`src/rtl/control_defines.svh`:
```
`ifndef CONTROL_DEFINES_SVH
`define CONTROL_DEFINES_SVH

// instruction register fields
`define OPCODE_W 6
`define FUNCT_W 6

// state register width
`define STATE_W 7

// datapath select widths
`define REGDST_W 3
`define MEMTOREG_W 3
`define ALUSRCB_W 3
`define ALUSRCA_W 2
`define ALUOP_W 3
`define PCSRC_W 2
`define ADDRSRC_W 3

// memory slot that holds the overflow handler address
`define CAUSE_SLOT 3'd3

`endif

```
`src/rtl/controlPkg.sv`:
```
`include "control_defines.svh"

package controlPkg;

	typedef enum logic [`STATE_W-1:0] {
		stReset = 7'd0,
		stFetch = 7'd1,
		stDecode = 7'd2,
		stAdd = 7'd3,
		stSub = 7'd4,
		stAnd = 7'd5,
		stAddi = 7'd6,
		stJr = 7'd7,
		stAddiu = 7'd8,
		stJump = 7'd16,
		stCompare = 7'd50,
		stBranch = 7'd51,
		stJal = 7'd80,
		stWaitJal1 = 7'd81,
		stWaitJal2 = 7'd82,
		stWriteRa = 7'd83,
		stWait = 7'd91,
		stWriteIr = 7'd92,
		stWriteAluRd = 7'd93,
		stWriteAddiRd = 7'd94,
		stOverflow = 7'd100,
		stCause = 7'd101,
		stWriteCause = 7'd102
	} stateT;

	typedef enum logic [`REGDST_W-1:0] {
		dstRt = 3'd0,
		dstRd = 3'd1,
		dstRa = 3'd2,
		dstSp = 3'd3
	} regDstT;

	typedef enum logic [`ALUOP_W-1:0] {
		aluPass = 3'd0,
		aluAdd = 3'd1,
		aluSub = 3'd2,
		aluAnd = 3'd3,
		aluCmp = 3'd7
	} aluOpT;

	typedef enum logic [`PCSRC_W-1:0] {
		pcAlu = 2'd0,
		pcTarget = 2'd1
	} pcSrcT;

	typedef struct packed {
		logic [`ADDRSRC_W-1:0] srcAddressMem;
		logic memOp;
		logic writeMdr;
		logic irWrite;
	} memCtrlT;

	typedef struct packed {
		regDstT regDst;
		logic regWrite;
		logic [`MEMTOREG_W-1:0] memToReg;
		logic writeA;
		logic writeB;
	} regCtrlT;

	typedef struct packed {
		logic [`ALUSRCA_W-1:0] aluSrcA;
		logic [`ALUSRCB_W-1:0] aluSrcB;
		aluOpT aluOp;
		logic writeAluOut;
	} aluCtrlT;

	typedef struct packed {
		pcSrcT pcSource;
		logic pcWrite;
		logic epcWrite;
	} pcCtrlT;

	typedef struct packed {
		memCtrlT memCtrl;
		regCtrlT regCtrl;
		aluCtrlT aluCtrl;
		pcCtrlT pcCtrl;
	} controlWordT;

endpackage

```
`src/rtl/isaPkg.sv`:
```
`include "control_defines.svh"

package isaPkg;

	typedef enum logic [`OPCODE_W-1:0] {
		opR = 6'h00,
		opJ = 6'h02,
		opJal = 6'h03,
		opBeq = 6'h04,
		opBne = 6'h05,
		opBle = 6'h06,
		opBgt = 6'h07,
		opAddi = 6'h08,
		opAddiu = 6'h09
	} opcodeT;

	typedef enum logic [`FUNCT_W-1:0] {
		fnJr = 6'h08,
		fnAdd = 6'h20,
		fnSub = 6'h22,
		fnAnd = 6'h24
	} functT;

	// what the sequencer needs to know after decode
	typedef enum logic [3:0] {
		clsAdd,
		clsSub,
		clsAnd,
		clsJr,
		clsAddi,
		clsAddiu,
		clsJ,
		clsJal,
		clsBranch,
		clsUnknown
	} instrClassT;

endpackage

```
`src/rtl/controlSequencer.sv`:
```
`timescale 1ns/1ps
`include "control_defines.svh"

module controlSequencer
	import isaPkg::*;
	import controlPkg::*;
(
	input logic clk,
	input logic reset,
	input instrClassT instrClass,
	input logic branchTaken,
	input logic overflow,
	output stateT state
);

	stateT nextState;

	always_ff @(posedge clk or posedge reset) begin
		if (reset) begin
			state <= stReset;
		end else begin
			state <= nextState;
		end
	end

	always_comb begin
		nextState = stFetch;
		case (state)
			stReset: nextState = stFetch;
			stFetch: nextState = stWait;
			stWait: nextState = stWriteIr; // memory read latency
			stWriteIr: nextState = stDecode;
			stDecode: begin
				case (instrClass)
					clsAdd: nextState = stAdd;
					clsSub: nextState = stSub;
					clsAnd: nextState = stAnd;
					clsJr: nextState = stJr;
					clsAddi: nextState = stAddi;
					clsAddiu: nextState = stAddiu;
					clsJ: nextState = stJump;
					clsJal: nextState = stJal;
					clsBranch: nextState = stCompare;
					default: nextState = stFetch; // unknown, skip it
				endcase
			end
			stAdd, stSub: nextState = overflow ? stOverflow : stWriteAluRd;
			stAddi, stAddiu: nextState = overflow ? stOverflow : stWriteAddiRd;
			stAnd: nextState = stWriteAluRd; // and cannot overflow
			stCompare: nextState = branchTaken ? stBranch : stFetch;
			stJal: nextState = stWaitJal1;
			stWaitJal1: nextState = stWaitJal2;
			stWaitJal2: nextState = stWriteRa;
			stWriteRa: nextState = stJump; // ra saved, now jump
			stOverflow: nextState = stCause;
			stCause: nextState = stWriteCause;
			default: nextState = stFetch;
		endcase
	end

	stateLegal: assert property (@(posedge clk) disable iff (reset)
		state inside {stReset, stFetch, stWait, stWriteIr, stDecode,
			stAdd, stSub, stAnd, stAddi, stAddiu, stJr, stJump,
			stCompare, stBranch, stWriteAluRd, stWriteAddiRd,
			stJal, stWaitJal1, stWaitJal2, stWriteRa,
			stOverflow, stCause, stWriteCause})
		else $error("illegal state %0d", state);

	irThenDecode: assert property (@(posedge clk) disable iff (reset)
		state == stWriteIr |=> state == stDecode)
		else $error("stWriteIr not followed by stDecode");

endmodule

```
`src/rtl/controlUnit.sv`:
```
`timescale 1ns/1ps
`include "control_defines.svh"

module controlUnit
	import isaPkg::*;
	import controlPkg::*;
(
	input logic clk,
	input logic reset,
	input opcodeT opcode,
	input functT funct,
	input logic overflow,
	input logic eq,
	input logic gt,
	output controlWordT ctrl
);

	instrClassT instrClass;
	logic branchTaken;
	stateT state;

	instrDecoder decoder (
		.opcode(opcode),
		.funct(funct),
		.eq(eq),
		.gt(gt),
		.instrClass(instrClass),
		.branchTaken(branchTaken)
	);

	controlSequencer sequencer (
		.clk(clk),
		.reset(reset),
		.instrClass(instrClass),
		.branchTaken(branchTaken),
		.overflow(overflow),
		.state(state)
	);

	controlWordTable wordTable (
		.state(state),
		.ctrl(ctrl)
	);

endmodule

```
`src/rtl/controlWordTable.sv`:
```
`timescale 1ns/1ps
`include "control_defines.svh"

module controlWordTable
	import controlPkg::*;
(
	input stateT state,
	output controlWordT ctrl
);

	always_comb begin
		ctrl = '0;
		case (state)
			stReset: begin
				ctrl.regCtrl.regDst = dstSp;
				ctrl.regCtrl.regWrite = 1'b1;
				ctrl.regCtrl.memToReg = 3'd7; // stack top constant
			end
			stFetch: begin
				ctrl.memCtrl.writeMdr = 1'b1;
				ctrl.aluCtrl.aluSrcB = 3'd1; // pc + 4
				ctrl.aluCtrl.aluOp = aluAdd;
				ctrl.aluCtrl.writeAluOut = 1'b1;
				ctrl.pcCtrl.pcSource = pcAlu;
				ctrl.pcCtrl.pcWrite = 1'b1;
			end
			stWriteIr: ctrl.memCtrl.irWrite = 1'b1;
			stDecode: begin
				ctrl.regCtrl.writeA = 1'b1;
				ctrl.regCtrl.writeB = 1'b1;
				ctrl.aluCtrl.aluSrcB = 3'd3; // branch offset, computed early
				ctrl.aluCtrl.aluOp = aluAdd;
				ctrl.aluCtrl.writeAluOut = 1'b1;
			end
			stAdd, stSub, stAnd: begin
				ctrl.aluCtrl.aluSrcA = 2'd1;
				ctrl.aluCtrl.aluSrcB = 3'd0;
				ctrl.aluCtrl.writeAluOut = 1'b1;
				case (state)
					stSub: ctrl.aluCtrl.aluOp = aluSub;
					stAnd: ctrl.aluCtrl.aluOp = aluAnd;
					default: ctrl.aluCtrl.aluOp = aluAdd;
				endcase
			end
			stAddi, stAddiu: begin
				ctrl.aluCtrl.aluSrcA = 2'd1;
				// sign vs zero extended immediate
				ctrl.aluCtrl.aluSrcB = (state == stAddi) ? 3'd2 : 3'd4;
				ctrl.aluCtrl.aluOp = aluAdd;
				ctrl.aluCtrl.writeAluOut = 1'b1;
			end
			stJr: begin
				ctrl.aluCtrl.aluSrcA = 2'd1; // rs straight through
				ctrl.aluCtrl.aluOp = aluPass;
				ctrl.aluCtrl.writeAluOut = 1'b1;
				ctrl.pcCtrl.pcSource = pcAlu;
				ctrl.pcCtrl.pcWrite = 1'b1;
			end
			stJump, stBranch, stWriteCause: begin
				ctrl.pcCtrl.pcSource = pcTarget;
				ctrl.pcCtrl.pcWrite = 1'b1;
			end
			stCompare: begin
				ctrl.aluCtrl.aluSrcA = 2'd1;
				ctrl.aluCtrl.aluSrcB = 3'd0;
				ctrl.aluCtrl.aluOp = aluCmp; // sets eq and gt
			end
			stWriteAluRd: begin
				ctrl.regCtrl.regDst = dstRd;
				ctrl.regCtrl.regWrite = 1'b1;
			end
			stWriteAddiRd: begin
				ctrl.regCtrl.regDst = dstRt;
				ctrl.regCtrl.regWrite = 1'b1;
			end
			stJal: ctrl.regCtrl.memToReg = 3'd1; // return address
			stWaitJal2: ctrl.memCtrl.writeMdr = 1'b1;
			stWriteRa: begin
				ctrl.regCtrl.regDst = dstRa;
				ctrl.regCtrl.regWrite = 1'b1;
				ctrl.regCtrl.memToReg = 3'd1;
			end
			stOverflow: begin
				ctrl.aluCtrl.aluSrcB = 3'd1; // pc - 4 into epc
				ctrl.aluCtrl.aluOp = aluSub;
				ctrl.aluCtrl.writeAluOut = 1'b1;
				ctrl.pcCtrl.epcWrite = 1'b1;
			end
			stCause: begin
				ctrl.memCtrl.srcAddressMem = `CAUSE_SLOT;
				ctrl.memCtrl.writeMdr = 1'b1;
				ctrl.aluCtrl.aluSrcA = 2'd3; // handler address from mdr
				ctrl.aluCtrl.writeAluOut = 1'b1;
			end
			default: ctrl = '0; // wait states and unused codes
		endcase
	end

	always_comb begin
		assert (!(ctrl.memCtrl.irWrite && ctrl.pcCtrl.pcWrite))
			else $error("irWrite and pcWrite together in state %0d", state);
		assert (!ctrl.pcCtrl.epcWrite || ctrl.aluCtrl.writeAluOut)
			else $error("epcWrite without writeAluOut in state %0d", state);
	end

endmodule

```
`src/rtl/instrDecoder.sv`:
```
`timescale 1ns/1ps
`include "control_defines.svh"

module instrDecoder
	import isaPkg::*;
(
	input opcodeT opcode,
	input functT funct,
	input logic eq,
	input logic gt,
	output instrClassT instrClass,
	output logic branchTaken
);

	always_comb begin
		instrClass = clsUnknown;
		case (opcode)
			opR: begin
				case (funct)
					fnAdd: instrClass = clsAdd;
					fnSub: instrClass = clsSub;
					fnAnd: instrClass = clsAnd;
					fnJr: instrClass = clsJr;
					default: instrClass = clsUnknown; // unsupported funct
				endcase
			end
			opAddi: instrClass = clsAddi;
			opAddiu: instrClass = clsAddiu;
			opJ: instrClass = clsJ;
			opJal: instrClass = clsJal;
			opBeq, opBne, opBle, opBgt: instrClass = clsBranch;
			default: instrClass = clsUnknown;
		endcase
	end

	// condition only matters while in compare
	always_comb begin
		case (opcode)
			opBeq: branchTaken = eq;
			opBne: branchTaken = !eq;
			opBle: branchTaken = !gt;
			opBgt: branchTaken = gt;
			default: branchTaken = 1'b0;
		endcase
	end

endmodule

```
`config.mk`:
```
export PLATFORM = sky130hd
export DESIGN_NAME = controlUnit
export DESIGN_NICKNAME = d
export VERILOG_FILES = /design/src/rtl/controlPkg.sv /design/src/rtl/isaPkg.sv /design/src/rtl/controlSequencer.sv /design/src/rtl/controlUnit.sv /design/src/rtl/controlWordTable.sv /design/src/rtl/instrDecoder.sv
export VERILOG_INCLUDE_DIRS = /design/src /design/src/rtl
export SDC_FILE = /design/constraint.sdc
export NUM_CORES = 1
export LEC_CHECK = 0
export CAP_MARGIN = 10
export CORE_MARGIN = 2
export CORE_UTILIZATION = 36
export CTS_CLUSTER_SIZE = 20
export DETAILED_ROUTE_END_ITERATION = 12
export DONT_BUFFER_PORTS = 1
export GPL_TIMING_DRIVEN = 0
export MAX_ROUTING_LAYER = met4
export SYNTH_ARGS = -nofsm -noshare
export SYNTH_HDL_FRONTEND = slang
export SYNTH_SLANG_ARGS = --single-unit
```
`constraint.sdc`:
```
create_clock -name clk -period 4.44 [get_ports clk]
set_input_delay 0.222 -clock clk [delete_from_list [all_inputs] [get_ports clk]]
set_output_delay 0.222 -clock clk [all_outputs]
set_load 0.03 [all_outputs]
```
### Word-level counts from Yosys, hierarchy flattened

Memories as Yosys holds them, arrays and structs flattened.
Index checks and enable logic that the tools add are counted.

| storage, ports and cells | value |
|---|---|
| word-level logic and storage cells | 73 |
| bits in read-only memories | 112 |
| memories | 1 |
| flip-flop bits (word level) | 7 |
| input bits | 17 |

Memories:

| memory | words | bits a word | rd ports | clocked after Yosys merged registers in | wr ports | RTL line | RTL |
|---|---|---|---|---|---|---|---|
| (name not given) | 16 | 7 | 1 | 0 | 0 | controlSequencer.sv:34 | `case (instrClass)` |

| operators by class | value |
|---|---|
| multiplexer cells | 21 |
| reductions and logical operators | 16 |
| eq/ne operators | 34 |

Operator list:

| cell | count |
|---|---|
| 7-bit case mux with 14 select lines | 1 |
| 7-bit equality test, second input constant | 11 |
| 7-bit by 3-bit equality test with 1-bit output, second input constant | 4 |
| 6-bit by 3-bit equality test with 1-bit output, second input constant | 4 |
| 3-bit case mux with 4 select lines | 2 |
| 4-bit case mux with 6 select lines | 1 |
| 6-bit by 4-bit equality test with 1-bit output, second input constant | 3 |
| 6-bit equality test, second input constant | 3 |
| 6-bit 2-to-1 mux | 3 |
| 4-bit case mux with 4 select lines | 1 |
| 7-bit by 2-bit equality test with 1-bit output, second input constant | 2 |
| 7-bit by 6-bit equality test with 1-bit output, second input constant | 2 |
| 6-bit by 2-bit equality test with 1-bit output, second input constant | 2 |
| 2-bit case mux with 2 select lines | 3 |
| 10-bit OR reduction | 1 |
| 2-bit OR reduction | 5 |
| 3-bit case mux with 3 select lines | 1 |
| 3-bit OR reduction | 3 |
| 4-bit OR reduction | 2 |
| 7-bit by 1-bit equality test with 1-bit output, second input constant | 1 |
| 7-bit by 4-bit equality test with 1-bit output, second input constant | 1 |
| 7-bit by 5-bit equality test with 1-bit output, second input constant | 1 |
| 7-bit logical NOT | 1 |
| 7-bit OR reduction | 1 |
| other kinds (7) | 12 |

### Logic depth before layout (Yosys ltp)

Gate-level depths: netlist of run 1.
An unclocked memory read counts as a cell.

| depth | value |
|---|---|
| depth after elaboration | 5 |
| gate-level depth with buffers | 9 |
| depth with buffers taken out | 9 |

### Cells and area by module

Synthesis of run 1 repeated with hierarchy kept, for this count alone.

| second synthesis, totals | value |
|---|---|
| cell total of the unflattened synthesis | 231 |
| area total of the unflattened synthesis | 1577.8 um^2 |

Modules (own cells, without submodules):

| module | area each (um^2) | seq. area each (um^2) | times used | cells an instance |
|---|---|---|---|---|
| controlSequencer | 874.6 | 175.2 | 1 | 123 |
| controlWordTable | 530.5 | 0.0 | 1 | 81 |
| instrDecoder | 172.7 | 0.0 | 1 | 27 |

### Worst setup path before layout of run 1

Ideal clock, no wire load.

| timing | value |
|---|---|
| path kind | reg-to-output |
| start point | register sequencer.state[3] |
| end point | output port ctrl[18] (netlist bit) |
| buffers on the path | 1 |
| path slack | 2.225 ns |
| arrival | 1.993 ns |
| stages on the path, launching flop included | 6 |
| path through | dfrtp_1 -> buf_6 -> nor3_4 -> nand2_1 -> nor3_1 -> o21bai_1 |

RTL lines:

| element | RTL line | RTL |
|---|---|---|
| start, declared | controlSequencer.sv:13 | `output stateT state` |
| start signal, assigned | controlSequencer.sv:20 | `state <= stReset;` |
| start signal, assigned | controlSequencer.sv:22 | `state <= nextState;` |
| end, declared | controlUnit.sv:15 | `output controlWordT ctrl` |

==> results.py, run 1 <==
metrics = {
    "critical_path": {
        "r2r-start": "sequencer.state[2]",
        "reg2reg_slack_ps": 2070,
        "start_kind": "register",
        "crit_required_ps": 4220,
        "cp-end-kind": "primary output",
        "max_stage_delay_ps": 820,
        "cp.arrival_ps": 2430,
        "critical_path.cell_chain": "buf_2 -> nor2_1 -> nand2_1 -> nor3_1 -> o21bai_1",
        "slowest_stage": "nor3_1",
        "ff2ff_path_depth": 6,
        "worst-path-max-fanout": 10,
        "r2r-end": "sequencer.state[0]",
        "critPathKind": "register to primary output",
    },
    "placement": {
        "dp_cells": 247,
        "place_congestion": 0.882,
        "port_buffers": 0,
        "dp_hpwl_um": 2960,
    },
    "global_routing": {
        "grt_pass1_vias": 1297,
        "busiest_layer": "met2",
        "gr-total-overflow": 0,
        "grt_use_total": 0.191,
        "met1_usage": 0.273,
        "use_met2": 0.292,
        "grt_max_degree": 11,
        "use_met3": 0.0257,
        "grt_pass1_wl_um": 6330,
        "antenna_found_initial": 0,
    },
    "finish": {
        "seq_area_um2": 175,
        "finalNonFillerCells": 252,
        "fillers": 392,
        "drive_above_1_share": 0.162,
        "layout_common_cells": "nand2_1 (18), nor2_1 (16), a21oi_1 (12), o21ai_0 (12), buf_4 (11)",
        "final_common_cell": "nand2_1",
        "reg_top3": "sequencer.state x7",
        "largest_reg_flops": 7,
        "syn2layout_area_growth_pct": 9.27,
        "n_antenna_cell": 0,
        "multi_input_comb_area_mm2": 0.00102,
        "top_register": "sequencer.state",
        "nNetsFinal": 227,
    },
    "timing": {
        "rsz0062_at_grt": "false",
        "slew_violations": 0,
        "hold_viol": 0,
        "skew_ps": 3.87,
        "final.setup.tns_ps": 0,
        "setup_viol": 0,
        "finalCritPeriodShare": 0.597,
        "maxSlewHeadroom": 0.148,
        "fmax_mhz": 377,
        "worst_pin_slew_ps": 1270,
        "finalCriticalPeriod_ps": 2650,
    },
    "hold_path": {
        "min_path_cells": 2,
        "hold_start": "overflow",
        "whs_endpoint": "sequencer.state[5]",
        "hold_class": "input port to register",
    },
    "routing": {
        "vias": 1445,
        "ant_nets": 0,
        "wl_um": 3890,
        "wl_per_cell_um": 15.4,
        "detail_route.first_pass.iterations": 4,
        "first_iter_violations": 196,
        "drc": 0,
        "vias_per_cell": 5.73,
    },
    "flow_run": {
        "drv_cap": 0,
    },
    "synthesis": {
        "synth_area_per_cell_um2": 6.95,
        "syn_area_mm2": 0.00136,
        "synth_flop_cell": "dfrtp_1",
        "synth_cells": 196,
        "async_flop_share": 1.00,
        "yosysWarnings": 0,
        "ys_seq_area_frac": 0.129,
        "ys_types": 57,
        "synth_enable_flop_cells": 0,
        "ys_ff_latch": 7,
    },
    "clock_network": {
        "cts.repair.resized": 0,
        "cts-root-buf": "clkbuf_8",
        "worstSkewPairLatency_ps": 230,
        "clock-sinks": 7,
        "clk_path_buf_depth": 2,
        "tritoncts": "built",
        "cts.clk_slew.worst_paths_ps": 40,
        "cts_buffers": 3,
        "htreeDepth": 1,
    },
    "die": {
        "die-area_mm2": 0.00429,
        "die_h_um": 65.5,
        "rows": 22,
        "core_region_area_mm2": 0.00366,
        "fp.dieW_um": 65.5,
        "start_util": 0.372,
        "ioPinCount": 45,
    },
    "power_and_ir_drop": {
        "leakage_nw": 0.645,
        "powerDensity_mw_per_mm2": 602,
        "peakVddDrop_v": 0.000144,
    },
    "run_status": {
        "status": "finished clean",
    },
}
synthesized netlist by cell type, types with 2 or more instances:
cell type | count | area share
nand2_1 | 18 | 0.050
nand4_1 | 4 | 0.018
o211a_1 | 2 | 0.015
inv_1 | 7 | 0.019
nor2b_1 | 5 | 0.023
buf_6 | 2 | 0.017
nand3_1 | 4 | 0.015
o21bai_1 | 2 | 0.011
a22oi_1 | 5 | 0.028
and3_1 | 3 | 0.014
and2_1 | 2 | 0.0092
nand2b_1 | 5 | 0.023
nor4_1 | 5 | 0.023
or3_1 | 2 | 0.0092
buf_4 | 11 | 0.061
buf_2 | 8 | 0.029
or3b_1 | 2 | 0.013
a21oi_1 | 12 | 0.044
nor3_1 | 10 | 0.037
o21ai_0 | 12 | 0.044
or4_1 | 3 | 0.017
ha_1 | 5 | 0.046
nor3b_1 | 3 | 0.017
mux2i_1 | 2 | 0.015
nand3b_1 | 4 | 0.022
xnor2_1 | 2 | 0.013
dfrtp_1 | 7 | 0.13
nor2_1 | 16 | 0.044
o22ai_1 | 3 | 0.014
o211ai_1 | 2 | 0.011
clkbuf_1 | 2 | 0.0055
what timing repair did:
item                      in CTS  in global routing
hold buffers                   1                  0
buffers inserted               0                  0
hold endpoints to repair       7                  0
cells by family (layout without fill, tap and decap cells):
logic type | Yosys count | after routing | synth area share
buffers and inverters | 31 | 36 | 0.134
multiplexers | 3 | 3 | 0.0230
XOR/XNOR | 2 | 2 | 0.0129
adder cells (fa/ha/maj) | 5 | 5 | 0.0459
flip-flops | 7 | 7 | 0.129
AO/OA/AOI/OAI | 55 | 55 | 0.275
AND/OR/NAND/NOR | 92 | 92 | 0.377
other | 1 | 4 | 0.00275
metal layers:
layer,wire [um],share of wire
met5,0,0
met2,1780,0.46
met1,1800,0.46
met3,292,0.075
met4,21,0.0054
critical path, delay by kind of cell, from the launching register on:
kind,cells,cell delay (ps)
compound gates,1,420
simple gates,3,1190
flops,1,390
buf+inv,1,200
where the power goes:
group	switching, mW	internal, mW	leakage [nW]
Clock	0.0262	0.0620	0.0228
Sequential	0.0247	0.0882	0.0886
Combinational	0.474	0.222	0.533
Total	0.524	0.372	0.645
through the flow:
stage               total power, mW  setup slack, ps  instance area (um^2)  utilization  hold WS, ps
floorplan                     0.675             2220                  1370            -         25.4
global placement              0.801             2050                  1430        0.392         53.4
detailed placement            0.797             2030                  1430        0.392         52.6
CTS                           0.890             1790                  1490        0.407          142
global route                  0.962             1620                  1490        0.407          165
finish                        0.897             1790                  1490        0.407          146
layout make-up:
class                   count  area share
plain buffers              24       0.105
clock buffers               4      0.0303
inverters                   7      0.0176
multi-input cells         161       0.682
flip-flops and latches      7       0.118
well taps                  48      0.0403
repair buffers              1     0.00672
how the worst max path moves through the flow:
stage / slack (ps) / startpoint / depth (start not counted) / end
global route: 1620 / sequencer.state[4] / 5 / ctrl[18]
global placement: 2050 / sequencer.state[3] / 5 / ctrl[18]
CTS: 1790 / sequencer.state[3] / 5 / ctrl[18]
floorplan: 2220 / sequencer.state[3] / 5 / ctrl[18]
finish: 1790 / sequencer.state[4] / 5 / ctrl[18]
detailed placement: 2030 / sequencer.state[3] / 5 / ctrl[18]
No activity file was read; power rests on OpenSTA's default activity.
==> run 2, diff against run 1 <==
clock period = 2.3 ns   (was 4.44 ns; I/O delays follow)
==> run 2 against run 1 <==
  * Sequential cell count unchanged
  * Clock-buffer cell count unchanged
  * Die area stayed put
  * Highest routed layer unchanged
==> results.py, run 2 (synthesized netlist as in run 1, its figures left out) <==
metrics = {
    "critical_path": {
        "r2r-start": "sequencer.state[2]",
        "crit_required_ps": 2180,
        "r2r-end": "sequencer.state[0]",
        "cp-end-kind": "primary output",
        "worst-path-max-fanout": 10,
        "cp.arrival_ps": 2110,
        "critPathKind": "register to primary output",
        "start_kind": "register",
        "ff2ff_path_depth": 6,
        "reg2reg_slack_ps": 280,
    },
    "hold_path": {
        "min_path_cells": 2,
        "whs_endpoint": "sequencer.state[5]",
        "hold_start": "overflow",
        "hold_class": "input port to register",
    },
    "clock_network": {
        "htreeDepth": 1,
        "cts.clk_slew.worst_paths_ps": 40,
        "post_cts_buffers": 0,
        "clk_path_buf_depth": 2,
        "cts-root-buf": "clkbuf_8",
        "worstSkewPairLatency_ps": 230,
        "tritoncts": "built",
        "cts_buffers": 3,
        "clock-sinks": 7,
    },
    "power_and_ir_drop": {
        "clkPwrFrac": 0.096,
        "swShare": 0.588,
        "peakVddDrop_v": 0.000295,
        "p_switching_mw": 1.04,
        "total_power_mw": 1.77,
        "leakage_nw": 0.652,
        "p_seq_frac": 0.123,
        "pwr-share-comb": 0.781,
        "p_int_uw": 731,
        "powerDensity_mw_per_mm2": 1160,
    },
    "routing": {
        "drc": 0,
        "wl_per_cell_um": 15.4,
        "vias_per_cell": 5.77,
        "ant_nets": 0,
        "detail_route.first_pass.iterations": 4,
        "vias": 1455,
        "first_iter_violations": 271,
        "wl_um": 3880,
    },
    "finish": {
        "layout_common_cells": "nand2_1 (18), nor2_1 (16), a21oi_1 (12), o21ai_0 (12), buf_4 (11)",
        "reg_top3": "sequencer.state x7",
        "fillers": 389,
        "drive_above_1_share": 0.196,
        "nNetsFinal": 227,
        "n_antenna_cell": 0,
        "largest_reg_flops": 7,
        "seq_area_um2": 175,
        "final_common_cell": "nand2_1",
        "multi_input_comb_area_mm2": 0.00106,
        "top_register": "sequencer.state",
        "syn2layout_area_growth_pct": 12.4,
    },
    "global_routing": {
        "grt_pass1_wl_um": 6340,
        "grt_pass1_vias": 1304,
        "grt_max_degree": 11,
        "gr-total-overflow": 0,
        "grt_use_total": 0.192,
        "antenna_found_initial": 0,
    },
    "timing": {
        "fmax_mhz": 450,
        "hold_viol": 0,
        "finalCritPeriodShare": 0.967,
        "worst_pin_slew_ps": 977,
        "setup_viol": 0,
        "slew_violations": 0,
        "finalCriticalPeriod_ps": 2220,
        "maxSlewHeadroom": 0.343,
        "skew_ps": 3.86,
        "final.setup.tns_ps": 0,
    },
    "placement": {
        "place_congestion": 0.882,
        "dp_hpwl_um": 2960,
        "port_buffers": 0,
    },
    "die": {
        "core_region_area_mm2": 0.00366,
        "fp.dieW_um": 65.5,
        "rows": 22,
        "start_util": 0.372,
        "die_h_um": 65.5,
        "die-area_mm2": 0.00429,
        "ioPinCount": 45,
    },
    "flow_run": {
        "drv_cap": 0,
    },
    "run_status": {
        "status": "finished clean",
    },
}
run 2: cell count changes in the layout (fill, tap and decap cells not counted):
cell / before / now
a22o_1: 1 / 0
a22o_2: 0 / 1
a41o_1: 1 / 0
a41o_2: 0 / 1
nor3_1: 10 / 7
nor3_2: 1 / 2
nor3_4: 1 / 3
nor4_1: 5 / 4
nor4_2: 0 / 1
o22ai_1: 3 / 2
o22ai_2: 0 / 1
run 2: how the worst max path moves through the flow:
stage | slack [ps] | end | start | depth (start not counted)
2_1_floorplan | 190 | ctrl[18] | sequencer.state[3] | 5
3_3_place_gp | -50 | sequencer.state[0] | sequencer.state[2] | 6
3_5_place_dp | -10 | sequencer.state[0] | sequencer.state[2] | 6
4_1_cts | 6 | ctrl[1] | sequencer.state[6] | 5
5_1_grt | -2 | ctrl[1] | sequencer.state[6] | 5
6_report | 80 | ctrl[23] | sequencer.state[0] | 4
run 2: cell type report:
| cell class | count | area share |
|---|---|---|
| clock buffer | 4 | 0.0294 |
| multi-input combinational | 161 | 0.691 |
| buffer | 24 | 0.102 |
| inverter | 7 | 0.0172 |
| sequential | 7 | 0.114 |
| tap | 48 | 0.0392 |
| timing repair buffer | 1 | 0.00654 |
run 2: what timing repair did:
action                     in CTS  in global routing
setup endpoints to repair       7                  5
pin swaps                       0                  1
hold buffers                    1                  0
gates resized for setup         5                  4
hold endpoints to repair        7                  0
run 2: through the flow:
| stage | setup slack, ps | instance area, um^2 | utilization | std cells | hold WS [ps] |
|---|---|---|---|---|---|
| after floorplan | 192 | 1370 | - | 199 | -81.6 |
| after global placement | -49.2 | 1430 | 0.392 | 247 | -53.6 |
| after detailed placement | -11.5 | 1430 | 0.392 | 247 | -54.4 |
| after CTS | 6.20 | 1520 | 0.414 | 252 | 35.3 |
| after global routing | -2.14 | 1530 | 0.418 | 252 | 57.6 |
| final | 75.5 | 1530 | 0.418 | 252 | 38.5 |
run 2: metal layers:
layer / global-route usage / share of wire / up-vias
met4: 0.0339 / 0.011 / 0
met1: 0.275 / 0.43 / 649
met2: 0.291 / 0.46 / 75
met5: - / 0 / -
met3: 0.0257 / 0.097 / 6
li1: - / - / 725
run 2: critical path, stage by stage (launching register included):
cell and delay [ps]:
dfrtp_1 340, buf_2 170, buf_2 220, buf_1 270
o31ai_1 890
run 2: power by group through the flow:
stage / clock network [mW] / registers, mW / logic, mW
3_5_place_dp: 0 / 0.219 / 1.32
3_3_place_gp: 0 / 0.218 / 1.33
5_1_grt: 0.185 / 0.223 / 1.49
2_1_floorplan: 0 / 0.206 / 1.10
6_report: 0.170 / 0.217 / 1.38
4_1_cts: 0.174 / 0.216 / 1.35
